### src/verilog/nn_consts.svh
//////////////////////////////////////////////////////////////////////
// sizes, layer masks and fixed-point shift of the layer-muxed network
// include wherever one of the NN_ constants is needed
//////////////////////////////////////////////////////////////////////
`ifndef NN_CONSTS_SVH
`define NN_CONSTS_SVH

// physical neurons, also the input vector length
`define NN_NUM_NEURON 4

// signed datapath widths
`define NN_ACT_W 8
`define NN_WEIGHT_W 4
`define NN_ACC_W 16

// logical layers run on the one physical layer
`define NN_LAYER_MAX 3

// arithmetic right shift applied to the sum before relu
`define NN_FRAC_BITS 2

// active neurons per layer, layer 0 in the low nibble, neuron 0 at bit 0
`define NN_LAYER_MASKS 12'b0011_0111_1111

`endif
### src/verilog/nn_pkg.sv
//////////////////////////////////////////////////////////////////////
// datapath types shared by the network blocks and the testbench
//////////////////////////////////////////////////////////////////////
`include "nn_consts.svh"

package nn_pkg;

    // one activation and a full vector, neuron 0 in the low bits
    typedef logic signed [`NN_ACT_W-1:0] act_t;
    typedef act_t [`NN_NUM_NEURON-1:0] act_vec_t;

    // one weight per neuron for a given layer and input
    typedef logic signed [`NN_WEIGHT_W-1:0] weight_t;
    typedef weight_t [`NN_NUM_NEURON-1:0] weight_vec_t;

    // mac accumulator
    typedef logic signed [`NN_ACC_W-1:0] acc_t;

    // indices
    typedef logic [1:0] layer_idx_t;
    typedef logic [1:0] input_idx_t;

    // one bit per physical neuron
    typedef logic [`NN_NUM_NEURON-1:0] neuron_mask_t;

    // what the neuron layer runs for one logical layer
    typedef struct packed {
        layer_idx_t   layer;
        neuron_mask_t active;
    } layer_cmd_t;

endpackage

### src/verilog/input_aggregator.sv
//////////////////////////////////////////////////////////////////////
// layer sequencer, feeds each logical layer its input and command and
// presents the last layer's activations with a valid level
//////////////////////////////////////////////////////////////////////
`timescale 1ns/1ps
`include "nn_consts.svh"

module input_aggregator (
    input  logic                 clk,
    input  logic                 rst,
    input  logic                 start,
    input  nn_pkg::act_vec_t     start_input,
    input  nn_pkg::act_vec_t     layer_input,
    input  nn_pkg::neuron_mask_t layer_input_valid,
    output nn_pkg::act_vec_t     out_inputs,
    output nn_pkg::layer_cmd_t   cmd,
    output logic                 layer_start,
    output nn_pkg::act_vec_t     final_output,
    output logic                 final_output_valid
);

    typedef enum logic [1:0] {
        IDLE,
        START,
        WAIT
    } state_t;

    localparam logic [`NN_LAYER_MAX*`NN_NUM_NEURON-1:0] LAYER_MASKS = `NN_LAYER_MASKS;
    localparam nn_pkg::layer_idx_t LAST_LAYER = nn_pkg::layer_idx_t'(`NN_LAYER_MAX - 1);

    state_t               state;
    nn_pkg::layer_idx_t   layer;
    nn_pkg::neuron_mask_t layer_mask;
    logic                 layer_done;

    // mask of the layer about to be issued
    assign layer_mask = LAYER_MASKS[layer*`NN_NUM_NEURON +: `NN_NUM_NEURON];

    // valid bits clear on the edge that ends the layer_start cycle,
    // so ignore that one cycle of stale valids
    assign layer_done = !layer_start
                        && ((layer_input_valid & cmd.active) == cmd.active);

    //////////////////////////////////////////////////////////////////////
    // sequencer
    //////////////////////////////////////////////////////////////////////
    always_ff @(posedge clk) begin
        if (rst) begin
            state              <= IDLE;
            layer              <= '0;
            layer_start        <= 1'b0;
            final_output       <= '0;
            final_output_valid <= 1'b0;
        end else begin
            // strobe lasts a single cycle
            layer_start <= 1'b0;
            case (state)
                IDLE: begin
                    layer <= '0;
                    if (start) begin
                        state <= START;
                    end
                end
                START: begin
                    // layer 0 takes the outside vector
                    out_inputs         <= (layer == '0) ? start_input : layer_input;
                    cmd.layer          <= layer;
                    cmd.active         <= layer_mask;
                    layer_start        <= 1'b1;
                    final_output       <= '0;
                    final_output_valid <= 1'b0;
                    state              <= WAIT;
                end
                WAIT: begin
                    if (layer_done) begin
                        if (layer == LAST_LAYER) begin
                            final_output       <= layer_input;
                            final_output_valid <= 1'b1;
                            layer              <= '0;
                            state              <= IDLE;
                        end else begin
                            // results loop back as the next input
                            layer <= layer + 1'b1;
                            state <= START;
                        end
                    end
                end
                default: begin
                    state <= IDLE;
                end
            endcase
        end
    end

    //////////////////////////////////////////////////////////////////////
    // checks
    //////////////////////////////////////////////////////////////////////
    // neuron layer relies on a clean single-cycle start
    a_start_single: assert property (@(posedge clk) disable iff (rst)
        layer_start |=> !layer_start);

    a_layer_range: assert property (@(posedge clk) disable iff (rst)
        layer < `NN_LAYER_MAX);

endmodule

### config.mk
export PLATFORM = sky130hd
export DESIGN_NAME = input_aggregator
export DESIGN_NICKNAME = d
export VERILOG_FILES = /design/src/verilog/nn_pkg.sv /design/src/verilog/input_aggregator.sv
export VERILOG_INCLUDE_DIRS = /design/src /design/src/verilog
export SDC_FILE = /design/constraint.sdc
export NUM_CORES = 1
export LEC_CHECK = 0
export BUFFER_PORTS_ARGS = -buffer_cell sky130_fd_sc_hd__clkbuf_2
export CAP_MARGIN = 20
export CORE_MARGIN = 1
export CORE_UTILIZATION = 47
export CTS_CLUSTER_DIAMETER = 100
export DETAILED_ROUTE_END_ITERATION = 8
export PLACE_DENSITY = 0.8
export SYNTH_ARGS = -nofsm -noshare
export SYNTH_HDL_FRONTEND = slang
export SYNTH_SLANG_ARGS = --single-unit
### constraint.sdc
create_clock -name clk -period 3.47 [get_ports clk]
set_input_delay 0.5205 -clock clk [delete_from_list [all_inputs] [get_ports clk]]
set_output_delay 0.5205 -clock clk [all_outputs]
set_load 0.01 [all_outputs]
==> key figures <==
Cells and area
  • Nets: between 400 and 500
  • Ant diodes: 0
  • Area Growth Syn to Fin: 29.61%
  • Post-Layout Inst Area: 0.004108 mm²
  • Multi-input logic area: ~0.0012 mm²
  • Register area: ~0.0019 mm²
  • Share of layout cells above drive strength 1: roughly half
  • FILL cells: approximately 530

Placed design
  • Pre-CTS WS: approximately 1.2 ns
  • Post-DP Area: about 0.0039 mm²
  • # port buffers: 142
  • Routability congestion estimate: approximately 0.8
  • Post-DP HPWL: between 4000 and 5000 µm

Detailed routing
  • Residual DRC: 22
  • Post-DR wirelength/cell: 13.92 µm
  • Routed WL: 6568 µm
  • Detail Route Antenna Nets: 0
  • Via count: roughly 2300
  • Drt via density: between 4 and 5
  • Pre-antenna DRT Iters: 7
  • Initial DRC count: 105

Yosys
  • Post-synthesis adder-cell area fraction: 0%
  • Net Count, Synth: 320
  • Number of synthesized flops with an enable pin: 37
  • Cells after Synth: 249
  • Sequential fraction of the synthesis area: about three fifths
  • Largest cells by area after synthesis: edfxtp_1 (35%), dfxtp_1 (24%), mux2_2 (12%)
  • Synth Area in XOR/XNOR: 0%
  • Synthesized area per cell: 12.73 µm²
  • Leading area contributor after synthesis: edfxtp_1
  • Fraction of synthesized area in multiplexers: around 22%
  • Synth unique cells: 22
  • Largest family of logic cells by synthesized area: multiplexers
  • Synth Area in Compound Gates: between 2 and 2.5%
  • Syn. warnings: 0
  • Seq cells post-synth: 75
  • Yosys top cell area share: 35.06%
  • Ys async rst share: 0%
  • Post-Synth Simple-Gate Area: 13.50%
  • Cell Area, Synth: about 0.0032 mm²
  • Ys flop type: dfxtp_1

Timing
  • RSZ-0062 raised after global routing: no
  • Final period util: 54.90%
  • Min Tclk post-route: approximately 1.9 ns
  • Slew Limit Fails: 0
  • Final setup vio count: 0
  • Setup TNS: 0 ns
  • Slew headroom: about 36%
  • Final Skew: between 0.009 and 0.01 ns
  • Fin. Hold Viols: 0
  • Setup WS post-layout: 1.565 ns
  • Maximum clock frequency: about 0.52 GHz
  • Slew @ Worst Pin: between 0.9 and 1 ns

Worst hold path
  • Hold path start: layer_input[31]
  • Worst Hold Class: in -> reg

Clocking
  • Skew-Pair Late Insertion Delay: ~0.33 ns
  • H-tree depth: 3
  • # Post-CTS Setup Buffers: 0
  • CTS Buf Count: 9
  • Hold_buf cts: 0
  • CTS Sinks: 75
  • Clock Tree Root: clkbuf_8
  • Clk slew on worst S/H paths: 0.07 ns
  • Clock buffer depth: 2
  • # resized after CTS: 0
  • CTS tree: built

Global route
  • First-pass GRT wire length: approximately 11000 µm
  • GRT overflow: 0
  • Largest net degree at the start of global routing: just over 40
  • Vias in the first global route: ~2300
  • Initial antenna violation count: 0
  • GRT Util Overall: roughly a fifth

Floorplan
  • Initial Util: 49.35%
  • Die area: between 0.007 and 0.008 mm²
  • Chip Height: 84.12 µm
  • Core area: around 0.0064 mm²
  • Die Wd: roughly 84 µm
  • Top Ports: about 140
  • Core Rows: 29

Flow run
  • Max-capacitance violation count: 0

Setup path
  • Worst Setup Path Type: in -> reg
  • Worst Path Arrival: between 2 and 2.5 ns
  • Critical Path Source Type: input pin
  • Setup crit start: rst
  • Worst reg2reg startpoint: state[1]$_SDFFE_PP0P_
  • Critical Path End Type: flip-flop
  • Max FO, Critical Path: 40
  • CP required: 3.72 ns

Outcome
  • Status: finished, violations left
  • Failing checks: design-rule violations

Power and ir drop
  • P per Cell Area: 409.7 mW/mm²
  • Worst IR drop on VDD: about 230 µV
  • Leak: between 0.0015 and 0.002 µW
[final timing paths]
path | to | slack (ns) | cells past startpoint
worst max register to register | final_output[23]$_SDFFE_PP0P_ | 1.58 | 5
worst min register to register | final_output[9]$_SDFFE_PP0P_ | 0.46 | 2
worst max-delay path | final_output[23]$_SDFFE_PP0P_ | 1.56 | 5
worst min-delay path | final_output[31]$_SDFFE_PP0P_ | 0.43 | 3
[cell families after synthesis]
logic type / after synthesis
muxes: 66
buffers and inverters: 17
DFF: 75
AOI/OAI and AO/OA: 8
and+or+nand+nor: 83
[registers in the layout (all words and copies together) (netlist names)]
signal              count
final_output           32
state                   2
layer_start             1
cmd                     5
out_inputs             32
final_output_valid      1
layer                   2
[worst max-delay path, stage by stage]
cell	delay [ns]
clkbuf_2	0.41
nor2b_2	0.66
buf_4	0.34
nand2_1	0.07
mux2i_1	0.14
[power breakdown]
part	switching, µW	internal, µW	leakage (µW)
sequential	6.00	946	0.000635
clock	304	294	0.0000949
combinational	65.8	68.1	0.00123
total	376	1310	0.00196
[Yosys cell counts, drive strengths merged, types with 2 or more instances]
master,instances
dfxtp,38
buf,9
edfxtp,37
mux2i,32
mux2,34
a21oi,2
o21ai,2
nand2,35
a31oi,2
nand2b,35
nor2,5
nor2b,5
clkbuf,7
[through the flow]
step                      hold slack, ns  total power [µW]  std cells  utilization (%)
after global placement            0.4437              1102        456            61.17
after floorplan                   0.4805              1038        249                -
after CTS                         0.4179              1703        472            63.96
after detailed placement          0.4505              1108        456            61.17
final                             0.4317              1683        472            63.96
after global routing              0.4198              1748        472            63.96
[cells in the final DEF (no fill, tap or decap)]
cell / instances
a2111oi_4: 1
nor2_4: 2
a31oi_1: 2
nand4b_1: 1
nor2b_1: 3
a21oi_1: 2
nor3_1: 1
a22oi_1: 1
o21ai_0: 2
nand2_1: 35
nor2b_2: 1
clkinv_2: 4
buf_4: 4
mux2i_1: 32
and2_1: 1
clkbuf_2: 142
nor2_1: 3
nor2b_4: 1
clkinvlp_4: 1
inv_1: 1
edfxtp_1: 37
clkbuf_8: 11
nand2b_1: 35
mux2_2: 34
dfxtp_1: 38
[metal layers]
metal	wire length, µm	global-route usage (%)	up-vias
li1	-	-	1140
met1	2724	22.80	1059
met2	3335	33.23	89
met3	381	3.956	13
met4	127	8.150	0
met5	0	0	-
[area by class of cell]
class	instances	share of cell area (%)
tap	77	2.345
timing repair buffer	146	18.03
multi-input combinational	157	29.61
clock inverter	5	0.6701
inverter	1	0.09138
clock buffer	11	3.686
sequential	75	45.57
Note: power is estimated with default switching activity, not from simulation.
