File: src/verilog/nn_consts.svh
//////////////////////////////////////////////////////////////////////
// sizes, layer masks and fixed-point shift of the layer-muxed network
// include wherever one of the NN_ constants is needed
//////////////////////////////////////////////////////////////////////
`ifndef NN_CONSTS_SVH
`define NN_CONSTS_SVH

// physical neurons, also the input vector length
`define NN_NUM_NEURON 4

// signed datapath widths
`define NN_ACT_W 8
`define NN_WEIGHT_W 4
`define NN_ACC_W 16

// logical layers run on the one physical layer
`define NN_LAYER_MAX 3

// arithmetic right shift applied to the sum before relu
`define NN_FRAC_BITS 2

// active neurons per layer, layer 0 in the low nibble, neuron 0 at bit 0
`define NN_LAYER_MASKS 12'b0011_0111_1111

`endif
File: src/verilog/nn_pkg.sv
//////////////////////////////////////////////////////////////////////
// datapath types shared by the network blocks and the testbench
//////////////////////////////////////////////////////////////////////
`include "nn_consts.svh"

package nn_pkg;

    // one activation and a full vector, neuron 0 in the low bits
    typedef logic signed [`NN_ACT_W-1:0] act_t;
    typedef act_t [`NN_NUM_NEURON-1:0] act_vec_t;

    // one weight per neuron for a given layer and input
    typedef logic signed [`NN_WEIGHT_W-1:0] weight_t;
    typedef weight_t [`NN_NUM_NEURON-1:0] weight_vec_t;

    // mac accumulator
    typedef logic signed [`NN_ACC_W-1:0] acc_t;

    // indices
    typedef logic [1:0] layer_idx_t;
    typedef logic [1:0] input_idx_t;

    // one bit per physical neuron
    typedef logic [`NN_NUM_NEURON-1:0] neuron_mask_t;

    // what the neuron layer runs for one logical layer
    typedef struct packed {
        layer_idx_t   layer;
        neuron_mask_t active;
    } layer_cmd_t;

endpackage

File: src/verilog/output_aggregator.sv
//////////////////////////////////////////////////////////////////////
// collects per-neuron results and valid bits for the next layer input
//////////////////////////////////////////////////////////////////////
`timescale 1ns/1ps
`include "nn_consts.svh"

module output_aggregator (
    input  logic                 clk,
    input  logic                 rst,
    input  logic                 layer_start,
    input  nn_pkg::act_vec_t     results,
    input  nn_pkg::neuron_mask_t done,
    output nn_pkg::act_vec_t     layer_input,
    output nn_pkg::neuron_mask_t layer_input_valid
);

    // held result and valid per neuron
    // inactive neurons stay zero through the layer
    always_ff @(posedge clk) begin
        if (rst) begin
            layer_input       <= '0;
            layer_input_valid <= '0;
        end else if (layer_start) begin
            // new layer, drop everything from the last one
            layer_input       <= '0;
            layer_input_valid <= '0;
        end else begin
            for (int n = 0; n < `NN_NUM_NEURON; n++) begin
                if (done[n]) begin
                    layer_input[n]       <= results[n];
                    layer_input_valid[n] <= 1'b1;
                end
            end
        end
    end

endmodule

File: config.mk
export PLATFORM = sky130hd
export DESIGN_NAME = output_aggregator
export DESIGN_NICKNAME = d
export VERILOG_FILES = /design/src/verilog/nn_pkg.sv /design/src/verilog/output_aggregator.sv
export VERILOG_INCLUDE_DIRS = /design/src /design/src/verilog
export SDC_FILE = /design/constraint.sdc
export NUM_CORES = 1
export LEC_CHECK = 0
export BUFFER_PORTS_ARGS = -buffer_cell sky130_fd_sc_hd__buf_4
export CORE_UTILIZATION = 43
export DETAILED_ROUTE_END_ITERATION = 6
export PLACE_DENSITY = 0.78
export REMOVE_ABC_BUFFERS = 1
export SYNTH_ARGS = -nofsm -noshare
export SYNTH_HDL_FRONTEND = slang
export SYNTH_SLANG_ARGS = --single-unit
File: constraint.sdc
create_clock -name clk -period 1.1 [get_ports clk]
set_clock_uncertainty 0.2 [all_clocks]
set_input_delay 0.11 -clock clk [delete_from_list [all_inputs] [get_ports clk]]
set_output_delay 0.11 -clock clk [all_outputs]
set_load 0.1 [all_outputs]
==> impl_metrics.py, run 1 <==
metrics = {
    "outcome": {
        "status": "complete, but fails checks",
        "violations": "hold timing, setup timing",
    },
    "place": {
        "place_area_mm2": 0.00190,
        "hpwlAfterDp_um": 2150,
        "gp_congestion": 0.703,
        "io_buffers": 74,
    },
    "floorplan": {
        "coreArea_mm2": 0.00303,
        "die_y_um": 58.3,
        "boundaryPins": 75,
        "start_util_pct": 45.0,
        "die_w_um": 58.3,
        "die_area_mm2": 0.00340,
        "core.rowCount": 20,
    },
    "sta": {
        "slew_headroom_pct": 79.9,
        "setup_ws_ns": -0.112,
        "worst_slew_pin_slew_ns": 0.293,
        "timing.final.max_slew_violations": 0,
        "fmax_mhz": 825,
        "timing_hold_violations_final": 25,
        "setup_viol": 37,
        "period_share_pct": 110,
        "post-route-min-period_ns": 1.21,
        "rsz0062_at_grt": "true",
        "whs_ns": -0.0865,
    },
    "logic_synthesis": {
        "yosysTopAreaCell": "dfxtp_1",
        "synth_seq_cells": 36,
        "synth_cell_types": 8,
        "yosys.cell_count.top_type": "dfxtp_1",
        "syn_area_per_cell_um2": 11.7,
        "synth_seq_area_share_pct": 52.8,
        "synth_flop_cell": "dfxtp_1",
        "synth-edff-count": 0,
        "syn_inst": 117,
        "synth_commonest_cells": "dfxtp_1, mux2i_1, nor2_2",
        "async_reset_ff_share_pct": 0,
        "yosysTopAreaCellShare_pct": 52.8,
        "mappedNetlistArea_mm2": 0.00136,
        "ys_top_cells_by_area": "dfxtp_1, mux2i_1, nor2_2, buf_12, nor2_1",
        "yosysWarnings": 0,
    },
    "critical_path": {
        "crit_path_max_fanout": 2,
        "crit_path_end_kind": "output pin",
        "required_ns": 0.79,
        "cpMaxStageDelayCell": "dfxtp_2",
        "crit_arrival_ns": 0.90,
        "max_stage_delay_ns": 0.38,
        "crit_type": "reg2out",
        "start_kind": "flop",
        "cpLargestDelayFamily": "flip-flops",
        "crit_chain": "buf_12",
        "crit_buf_inv": 1,
    },
    "drt": {
        "drtPass1Iterations": 6,
        "vias_per_cell": 4.80,
        "drtIter0Drc": 40,
        "avgRoutedWirePerCell_um": 18.4,
        "ant_nets": 0,
        "wirelength_um": 4940,
        "drcViolationCount": 0,
        "vias": 1291,
    },
    "global_route": {
        "antenna_found_initial": 0,
        "grt_pass1_vias": 1392,
        "grt_use_total_pct": 27.4,
        "grt_pass1_wl_um": 6700,
        "overflow": 0,
        "grt_start_max_net_pins": 37,
    },
    "clock_network": {
        "cts-root-buf": "clkbuf_4",
        "cts.sinks": 36,
        "cts_hold_buf": 32,
        "clk_pin_slew_ns": 0.10,
        "numCtsBuffers": 5,
        "htreeDepth": 2,
        "cts_tree": "done",
        "clockBufferDepth": 2,
        "clk_latency_ns": 0.34,
    },
    "cells_and_area": {
        "final_util_pct": 92.6,
        "seq_area_um2": 771,
        "num_antenna_cells": 0,
        "final_area_mm2": 0.00280,
        "drive_gt1_share_pct": 67.1,
        "syn_to_final_growth_pct": 106,
        "fin_nets": 264,
        "fillers": 97,
        "multi_input_area_um2": 552,
    },
    "power": {
        "power_density_mw_per_mm2": 1110,
        "p_leak_nw": 1.23,
        "ir_drop_mv": 0.971,
    },
    "job": {
        "cap_viol_max_count": 0,
    },
    "min_path": {
        "hp-class": "in2reg",
    },
}
flip-flops by register name (all words and copies together), names as in the netlist:
| name | count |
|---|---|
| layer_input_valid | 4 |
| layer_input | 32 |
area by class of cell:
class	instances	area share, %
Timing Repair Buffer	109	48.5
Sequential cell	36	27.5
Multi-Input combinational cell	73	19.7
Clock buffer	7	2.32
Tap cell	44	1.96
per-stage QoR:
step | TNS, ns | setup WS (ns) | instances | power (mW)
final | -3.58 | -0.112 | 269 | 3.11
after global routing | -4.69 | -0.155 | 269 | 3.23
after CTS | -3.05 | -0.0895 | 267 | 3.07
after detailed placement | -0.301 | -0.0245 | 228 | 2.09
after global placement | 0 | 0.00250 | 228 | 2.07
after floorplan | -21.10 | -0.495 | 109 | 1.86
per-layer routing:
layer / part of all wire (%) / GRT usage (%) / vias to the layer above
met4: 4.6 / 13.6 / 0
met1: 35 / 26.8 / 626
li1: - / - / 597
met2: 58 / 55.3 / 49
met5: 0 / 0 / -
met3: 2.8 / 3.52 / 19
worst paths after layout:
kind / from / end / slack (ns) / cells after the start
setup / recovery: layer_input[27] / layer_input[27] / -0.11 / 1
hold / removal: done[1] / layer_input_valid[1] / -0.09 / 3
setup reg to reg: layer_input[14] / layer_input[14] / 0.09 / 3
hold reg to reg: layer_input_valid[1] / layer_input_valid[1] / 0.33 / 2
where the power goes:
part / switching, mW / internal [mW]
logic: 0.520 / 0.406
clock network: 0.418 / 0.362
registers: 0.0540 / 1.35
total: 0.992 / 2.12
repair_timing:
action / 4_1_cts / 5_1_grt
setup buffers: 0 / 2
setup endpoints to repair: 36 / 36
gates resized for setup: 144 / 2
hold endpoints to repair: 36 / 18
placed cells by master, fill, tap and decap left out, drive strengths merged:
cell,synthesis,routed
mux2i,32,32
or2,1,1
clkbuf,0,7
dfxtp,36,36
nor2,40,40
dlygate4sd3,0,32
buf,8,77
cells by family after synthesis:
| logic type | Yosys count | share of synthesized area, % |
|---|---|---|
| muxes | 32 | 23.5 |
| DFF | 36 | 52.8 |
| buffers and inverters | 8 | 6.70 |
| and+or+nand+nor | 41 | 17.0 |
Power figures use the tool's default switching activity.
==> run 2, diff against run 1 <==
--- a/config.mk
+++ b/config.mk
@@ -7,10 +7,13 @@
 export NUM_CORES = 1
 export LEC_CHECK = 0
 export BUFFER_PORTS_ARGS = -buffer_cell sky130_fd_sc_hd__buf_4
-export CORE_UTILIZATION = 43
+export CELL_PAD_IN_SITES_DETAIL_PLACEMENT = 1
+export CELL_PAD_IN_SITES_GLOBAL_PLACEMENT = 1
+export CORE_UTILIZATION = 32
 export DETAILED_ROUTE_END_ITERATION = 6
-export PLACE_DENSITY = 0.78
+export PLACE_DENSITY_LB_ADDON = 0.1
 export REMOVE_ABC_BUFFERS = 1
+export SLEW_MARGIN = 25
 export SYNTH_ARGS = -nofsm -noshare
 export SYNTH_HDL_FRONTEND = slang
 export SYNTH_SLANG_ARGS = --single-unit
==> run 2 against run 1 <==
  * The flow still finishes with violations (hold timing, setup timing)
  * Total power is 7.0% higher
  * Sequential cell count unchanged
  * Clock power is 28% higher
  * Critical endpoint unchanged
  * First-iteration DRC count down 35%
  * Critical path depth is the same
  * Global-route usage shrank 7.3 points
  * Largest cell class unchanged
==> impl_metrics.py, run 2 (synthesized netlist as in run 1, its figures left out) <==
metrics = {
    "outcome": {
        "status": "complete, but fails checks",
        "violations": "hold timing, setup timing",
    },
    "critical_path": {
        "start_kind": "flop",
        "cpMaxStageDelayCell": "dfxtp_2",
        "crit_arrival_ns": 0.83,
        "cpLargestDelayFamily": "flip-flops",
        "rr_startpoint": "layer_input[18]",
        "crit_path_max_fanout": 2,
        "max_stage_delay_ns": 0.36,
        "crit_buf_inv": 1,
        "required_ns": 0.79,
        "crit_path_end_kind": "output pin",
        "crit_type": "reg2out",
        "startpoint": "layer_input[27]",
        "crit_chain": "buf_12",
    },
    "drt": {
        "avgRoutedWirePerCell_um": 15.9,
        "vias_per_cell": 4.45,
        "drtPass1Iterations": 3,
        "wirelength_um": 4490,
        "drcViolationCount": 0,
        "vias": 1256,
        "drtIter0Drc": 26,
        "ant_nets": 0,
    },
    "floorplan": {
        "die_y_um": 67.3,
        "start_util_pct": 33.6,
        "die_area_mm2": 0.00453,
        "die_w_um": 67.3,
        "core.rowCount": 23,
        "coreArea_mm2": 0.00406,
        "boundaryPins": 75,
    },
    "power": {
        "p_leak_nw": 1.27,
        "fin_total_pwr_mw": 3.33,
        "ir_drop_mv": 0.710,
        "power_density_mw_per_mm2": 1150,
    },
    "sta": {
        "post-route-min-period_ns": 1.14,
        "worst_slew_pin_slew_ns": 0.219,
        "period_share_pct": 104,
        "rsz0062_at_grt": "true",
        "fmax_mhz": 878,
        "slew_headroom_pct": 85.0,
        "whs_ns": -0.00235,
        "setup_viol": 36,
        "setup_ws_ns": -0.0386,
        "timing_hold_violations_final": 1,
        "timing.final.max_slew_violations": 0,
    },
    "cells_and_area": {
        "final_cells": 282,
        "final_area_mm2": 0.00291,
        "layout_commonest_cell": "buf_4",
        "seq_area_um2": 773,
        "top_regs": "layer_input: 32 flops, layer_input_valid: 4 flops",
        "max_flop_register": "layer_input",
        "mostFrequentLayoutCells": "buf_4, buf_12, dlygate4sd3_1",
        "syn_to_final_growth_pct": 113,
        "fin_nets": 271,
        "num_antenna_cells": 0,
        "drive_gt1_share_pct": 66.8,
        "largest_reg_flops": 32,
        "multi_input_area_um2": 552,
        "fillers": 375,
        "final_util_pct": 71.6,
    },
    "min_path": {
        "hp-class": "in2reg",
        "min_from": "done[0]",
    },
    "place": {
        "pre_cts_slack_ns": -0.0466,
        "hpwlAfterDp_um": 2460,
        "gp_congestion": 0.633,
        "dp.cells": 235,
        "io_buffers": 74,
        "place_area_mm2": 0.00192,
    },
    "global_route": {
        "grt_use_total_pct": 20.1,
        "grt_start_max_net_pins": 25,
        "grt_pass1_wl_um": 6440,
        "antenna_found_initial": 0,
        "grt_pass1_vias": 1404,
        "overflow": 0,
    },
    "job": {
        "cap_viol_max_count": 0,
    },
    "clock_network": {
        "clk_latency_ns": 0.28,
        "cts.sinks": 36,
        "clockBufferDepth": 2,
        "cts_tree": "done",
        "cts-root-buf": "clkbuf_8",
        "clk_pin_slew_ns": 0.07,
        "numCtsBuffers": 5,
        "htreeDepth": 2,
    },
}
run 2: power by group:
part	switching [mW]	internal [mW]	total, mW
registers	0.0496	1.35	1.40
logic	0.510	0.419	0.929
clock network	0.443	0.557	1.00
run 2: what timing repair did:
item                                   4_1_cts  5_1_grt
buffers inserted                             2        3
endpoints found under the hold margin       36        3
gates cloned                                 0        0
setup endpoints to repair                   36       36
gates resized for setup                    144        3
hold buffers                                32        3
run 2: final cells by class:
type                    count  share of cell area [%]
flip-flops and latches     36                    26.6
repair buffers            116                    48.9
clock buffers               7                    3.32
well taps                  50                    2.15
multi-input cells          73                    19.0
run 2: routing by layer:
layer | share of wire [%] | vias to the layer above | wire length (µm) | track usage, %
met2 | 56 | 50 | 2530 | 38.1
li1 | - | 604 | - | -
met3 | 5.8 | 6 | 260 | 5.91
met4 | 1.1 | 0 | 48 | 10.4
met1 | 37 | 596 | 1650 | 19.2
met5 | 0 | - | 0 | 0
run 2: stage by stage:
stage / hold WS, ns / setup TNS, ns
finish: -0.00235 / -0.976
CTS: -0.0535 / -1.48
global route: 0.0143 / -1.87
floorplan: 0.0258 / -21.10
detailed placement: 0.156 / -0.508
global placement: 0.149 / -0.134
run 2: final timing paths:
| kind | depth (start not counted) | to | slack [ns] |
|---|---|---|---|
| setup reg to reg | 3 | layer_input[18] | 0.10 |
| hold reg to reg | 2 | layer_input_valid[3] | 0.30 |
| hold / removal | 3 | layer_input[1] | -0.002 |
| setup / recovery | 1 | layer_input[27] | -0.04 |
==> run 3, diff against run 2 <==
--- a/config.mk
+++ b/config.mk
@@ -11,7 +11,7 @@
 export CELL_PAD_IN_SITES_GLOBAL_PLACEMENT = 1
 export CORE_UTILIZATION = 32
 export DETAILED_ROUTE_END_ITERATION = 6
-export PLACE_DENSITY_LB_ADDON = 0.1
+export PLACE_DENSITY_LB_ADDON = 0.3
 export REMOVE_ABC_BUFFERS = 1
 export SLEW_MARGIN = 25
 export SYNTH_ARGS = -nofsm -noshare
==> run 3 against run 2 <==
  * The run ends with setup timing left
  * Worst setup slack worse by 0.017 ns
  * Combinational power is 1% higher
  * Total power fell by 3.4%
  * Core utilization is 0.56 points lower
  * Die area is the same
  * Non-clock buffer count down 3
  * Critical path type unchanged
  * Largest cell class unchanged
  * Largest power group unchanged
==> impl_metrics.py, run 3 (synthesized netlist as in run 1, its figures left out) <==
metrics = {
    "critical_path": {
        "start_kind": "flop",
        "required_ns": 0.79,
        "crit_arrival_ns": 0.85,
        "crit_path_max_fanout": 2,
        "max_stage_delay_ns": 0.37,
        "crit_chain": "buf_12",
        "crit_buf_inv": 1,
        "crit_type": "reg2out",
        "cpLargestDelayFamily": "flip-flops",
        "crit_path_end_kind": "output pin",
        "cpMaxStageDelayCell": "dfxtp_2",
    },
    "drt": {
        "drcViolationCount": 0,
        "avgRoutedWirePerCell_um": 19.0,
        "drtIter0Drc": 41,
        "ant_nets": 0,
        "vias": 1262,
        "vias_per_cell": 4.52,
        "wirelength_um": 5290,
        "drtPass1Iterations": 4,
    },
    "clock_network": {
        "numCtsBuffers": 5,
        "htreeDepth": 2,
        "clk_latency_ns": 0.28,
        "cts.sinks": 36,
        "clockBufferDepth": 2,
        "cts-root-buf": "clkbuf_8",
        "clk_pin_slew_ns": 0.07,
        "cts_tree": "done",
    },
    "sta": {
        "setup_viol": 37,
        "timing.final.max_slew_violations": 0,
        "rsz0062_at_grt": "true",
        "timing_hold_violations_final": 0,
        "slew_headroom_pct": 82.9,
        "worst_slew_pin_slew_ns": 0.249,
        "setup_ws_ns": -0.0557,
        "post-route-min-period_ns": 1.16,
        "fmax_mhz": 865,
        "period_share_pct": 105,
    },
    "global_route": {
        "grt_use_total_pct": 23.6,
        "overflow": 0,
        "grt_pass1_wl_um": 7390,
        "grt_start_max_net_pins": 37,
        "grt_pass1_vias": 1413,
        "antenna_found_initial": 0,
    },
    "cells_and_area": {
        "max_flop_register": "layer_input",
        "layout_commonest_cell": "buf_4",
        "num_antenna_cells": 0,
        "syn_to_final_growth_pct": 111,
        "drive_gt1_share_pct": 65.9,
        "final_util_pct": 71.0,
        "top_regs": "layer_input: 32 flops, layer_input_valid: 4 flops",
        "fin_nets": 268,
        "mostFrequentLayoutCells": "buf_4, buf_12, dlygate4sd3_1",
        "largest_reg_flops": 32,
    },
    "power": {
        "ir_drop_mv": 1.00,
        "fin_total_pwr_mw": 3.22,
        "power_density_mw_per_mm2": 1120,
        "p_leak_nw": 1.25,
    },
    "place": {
        "gp_congestion": 0.634,
        "hpwlAfterDp_um": 2530,
        "io_buffers": 74,
    },
    "floorplan": {
        "coreArea_mm2": 0.00406,
        "start_util_pct": 33.6,
        "boundaryPins": 75,
        "die_area_mm2": 0.00453,
        "core.rowCount": 23,
        "die_y_um": 67.3,
        "die_w_um": 67.3,
    },
    "outcome": {
        "violations": "setup timing",
        "status": "complete, but fails checks",
    },
    "min_path": {
        "hp-class": "in2reg",
    },
    "job": {
        "cap_viol_max_count": 0,
    },
}
run 3: cell types whose count changed in the layout (fill, tap and decap cells not counted):
cell | previous run | this run
clkinv_2 | 0 | 1
clkbuf_1 | 0 | 1
dlygate4sd3_1 | 35 | 36
clkbuf_8 | 7 | 5
dfxtp_2 | 33 | 28
buf_4 | 44 | 40
dfxtp_4 | 3 | 8
mux2i_2 | 0 | 1
mux2i_1 | 32 | 31
run 3: layer usage:
layer	wire [µm]	global-route usage, %	share of wire (%)
met2	3160	47.5	60
met5	0	0	0
met3	226	7.09	4.3
met1	1820	22.7	34
met4	82	6.38	1.5
run 3: layout make-up:
class,count,area (µm²)
flip-flops and latches,36,786
multi-input cells,73,556
clock buffers,6,72.6
repair buffers,113,1400
well taps,50,62.6
clock inverters,1,5.00
fillers,378,1170
run 3: report_power, final:
| part | internal, mW | total, mW | switching [mW] |
|---|---|---|---|
| combinational | 0.418 | 0.940 | 0.522 |
| sequential | 1.34 | 1.40 | 0.0534 |
| clock | 0.430 | 0.882 | 0.452 |
run 3: path summary, 6_finish.rpt:
path,startpoint,endpoint,slack [ns],depth (start not counted)
hold / removal,done[0],layer_input[5],0.02,3
setup / recovery,layer_input[16],layer_input[16],-0.06,1
hold reg to reg,layer_input_valid[0],layer_input_valid[0],0.30,2
setup reg to reg,layer_input[19],layer_input[19],0.06,3
run 3: what timing repair did:
item,CTS,global route
setup endpoints to repair,36,37
hold buffers,35,1
resized for setup,144,9
hold endpoints to repair,36,1
buffers inserted,0,2
gates cloned,0,0
run 3: through the flow:
stage	cells	hold WS [ns]	TNS [ns]	area, µm²	setup slack, ns
final	279	0.0156	-1.21	2880	-0.0557
after global routing	279	0.0302	-2.15	2880	-0.0774
after global placement	234	0.143	-0.00515	1910	-0.00118
after CTS	276	-0.0373	-1.24	2830	-0.0512
after floorplan	109	0.0258	-21.10	1270	-0.495
after detailed placement	234	0.158	-0.649	1910	-0.0427
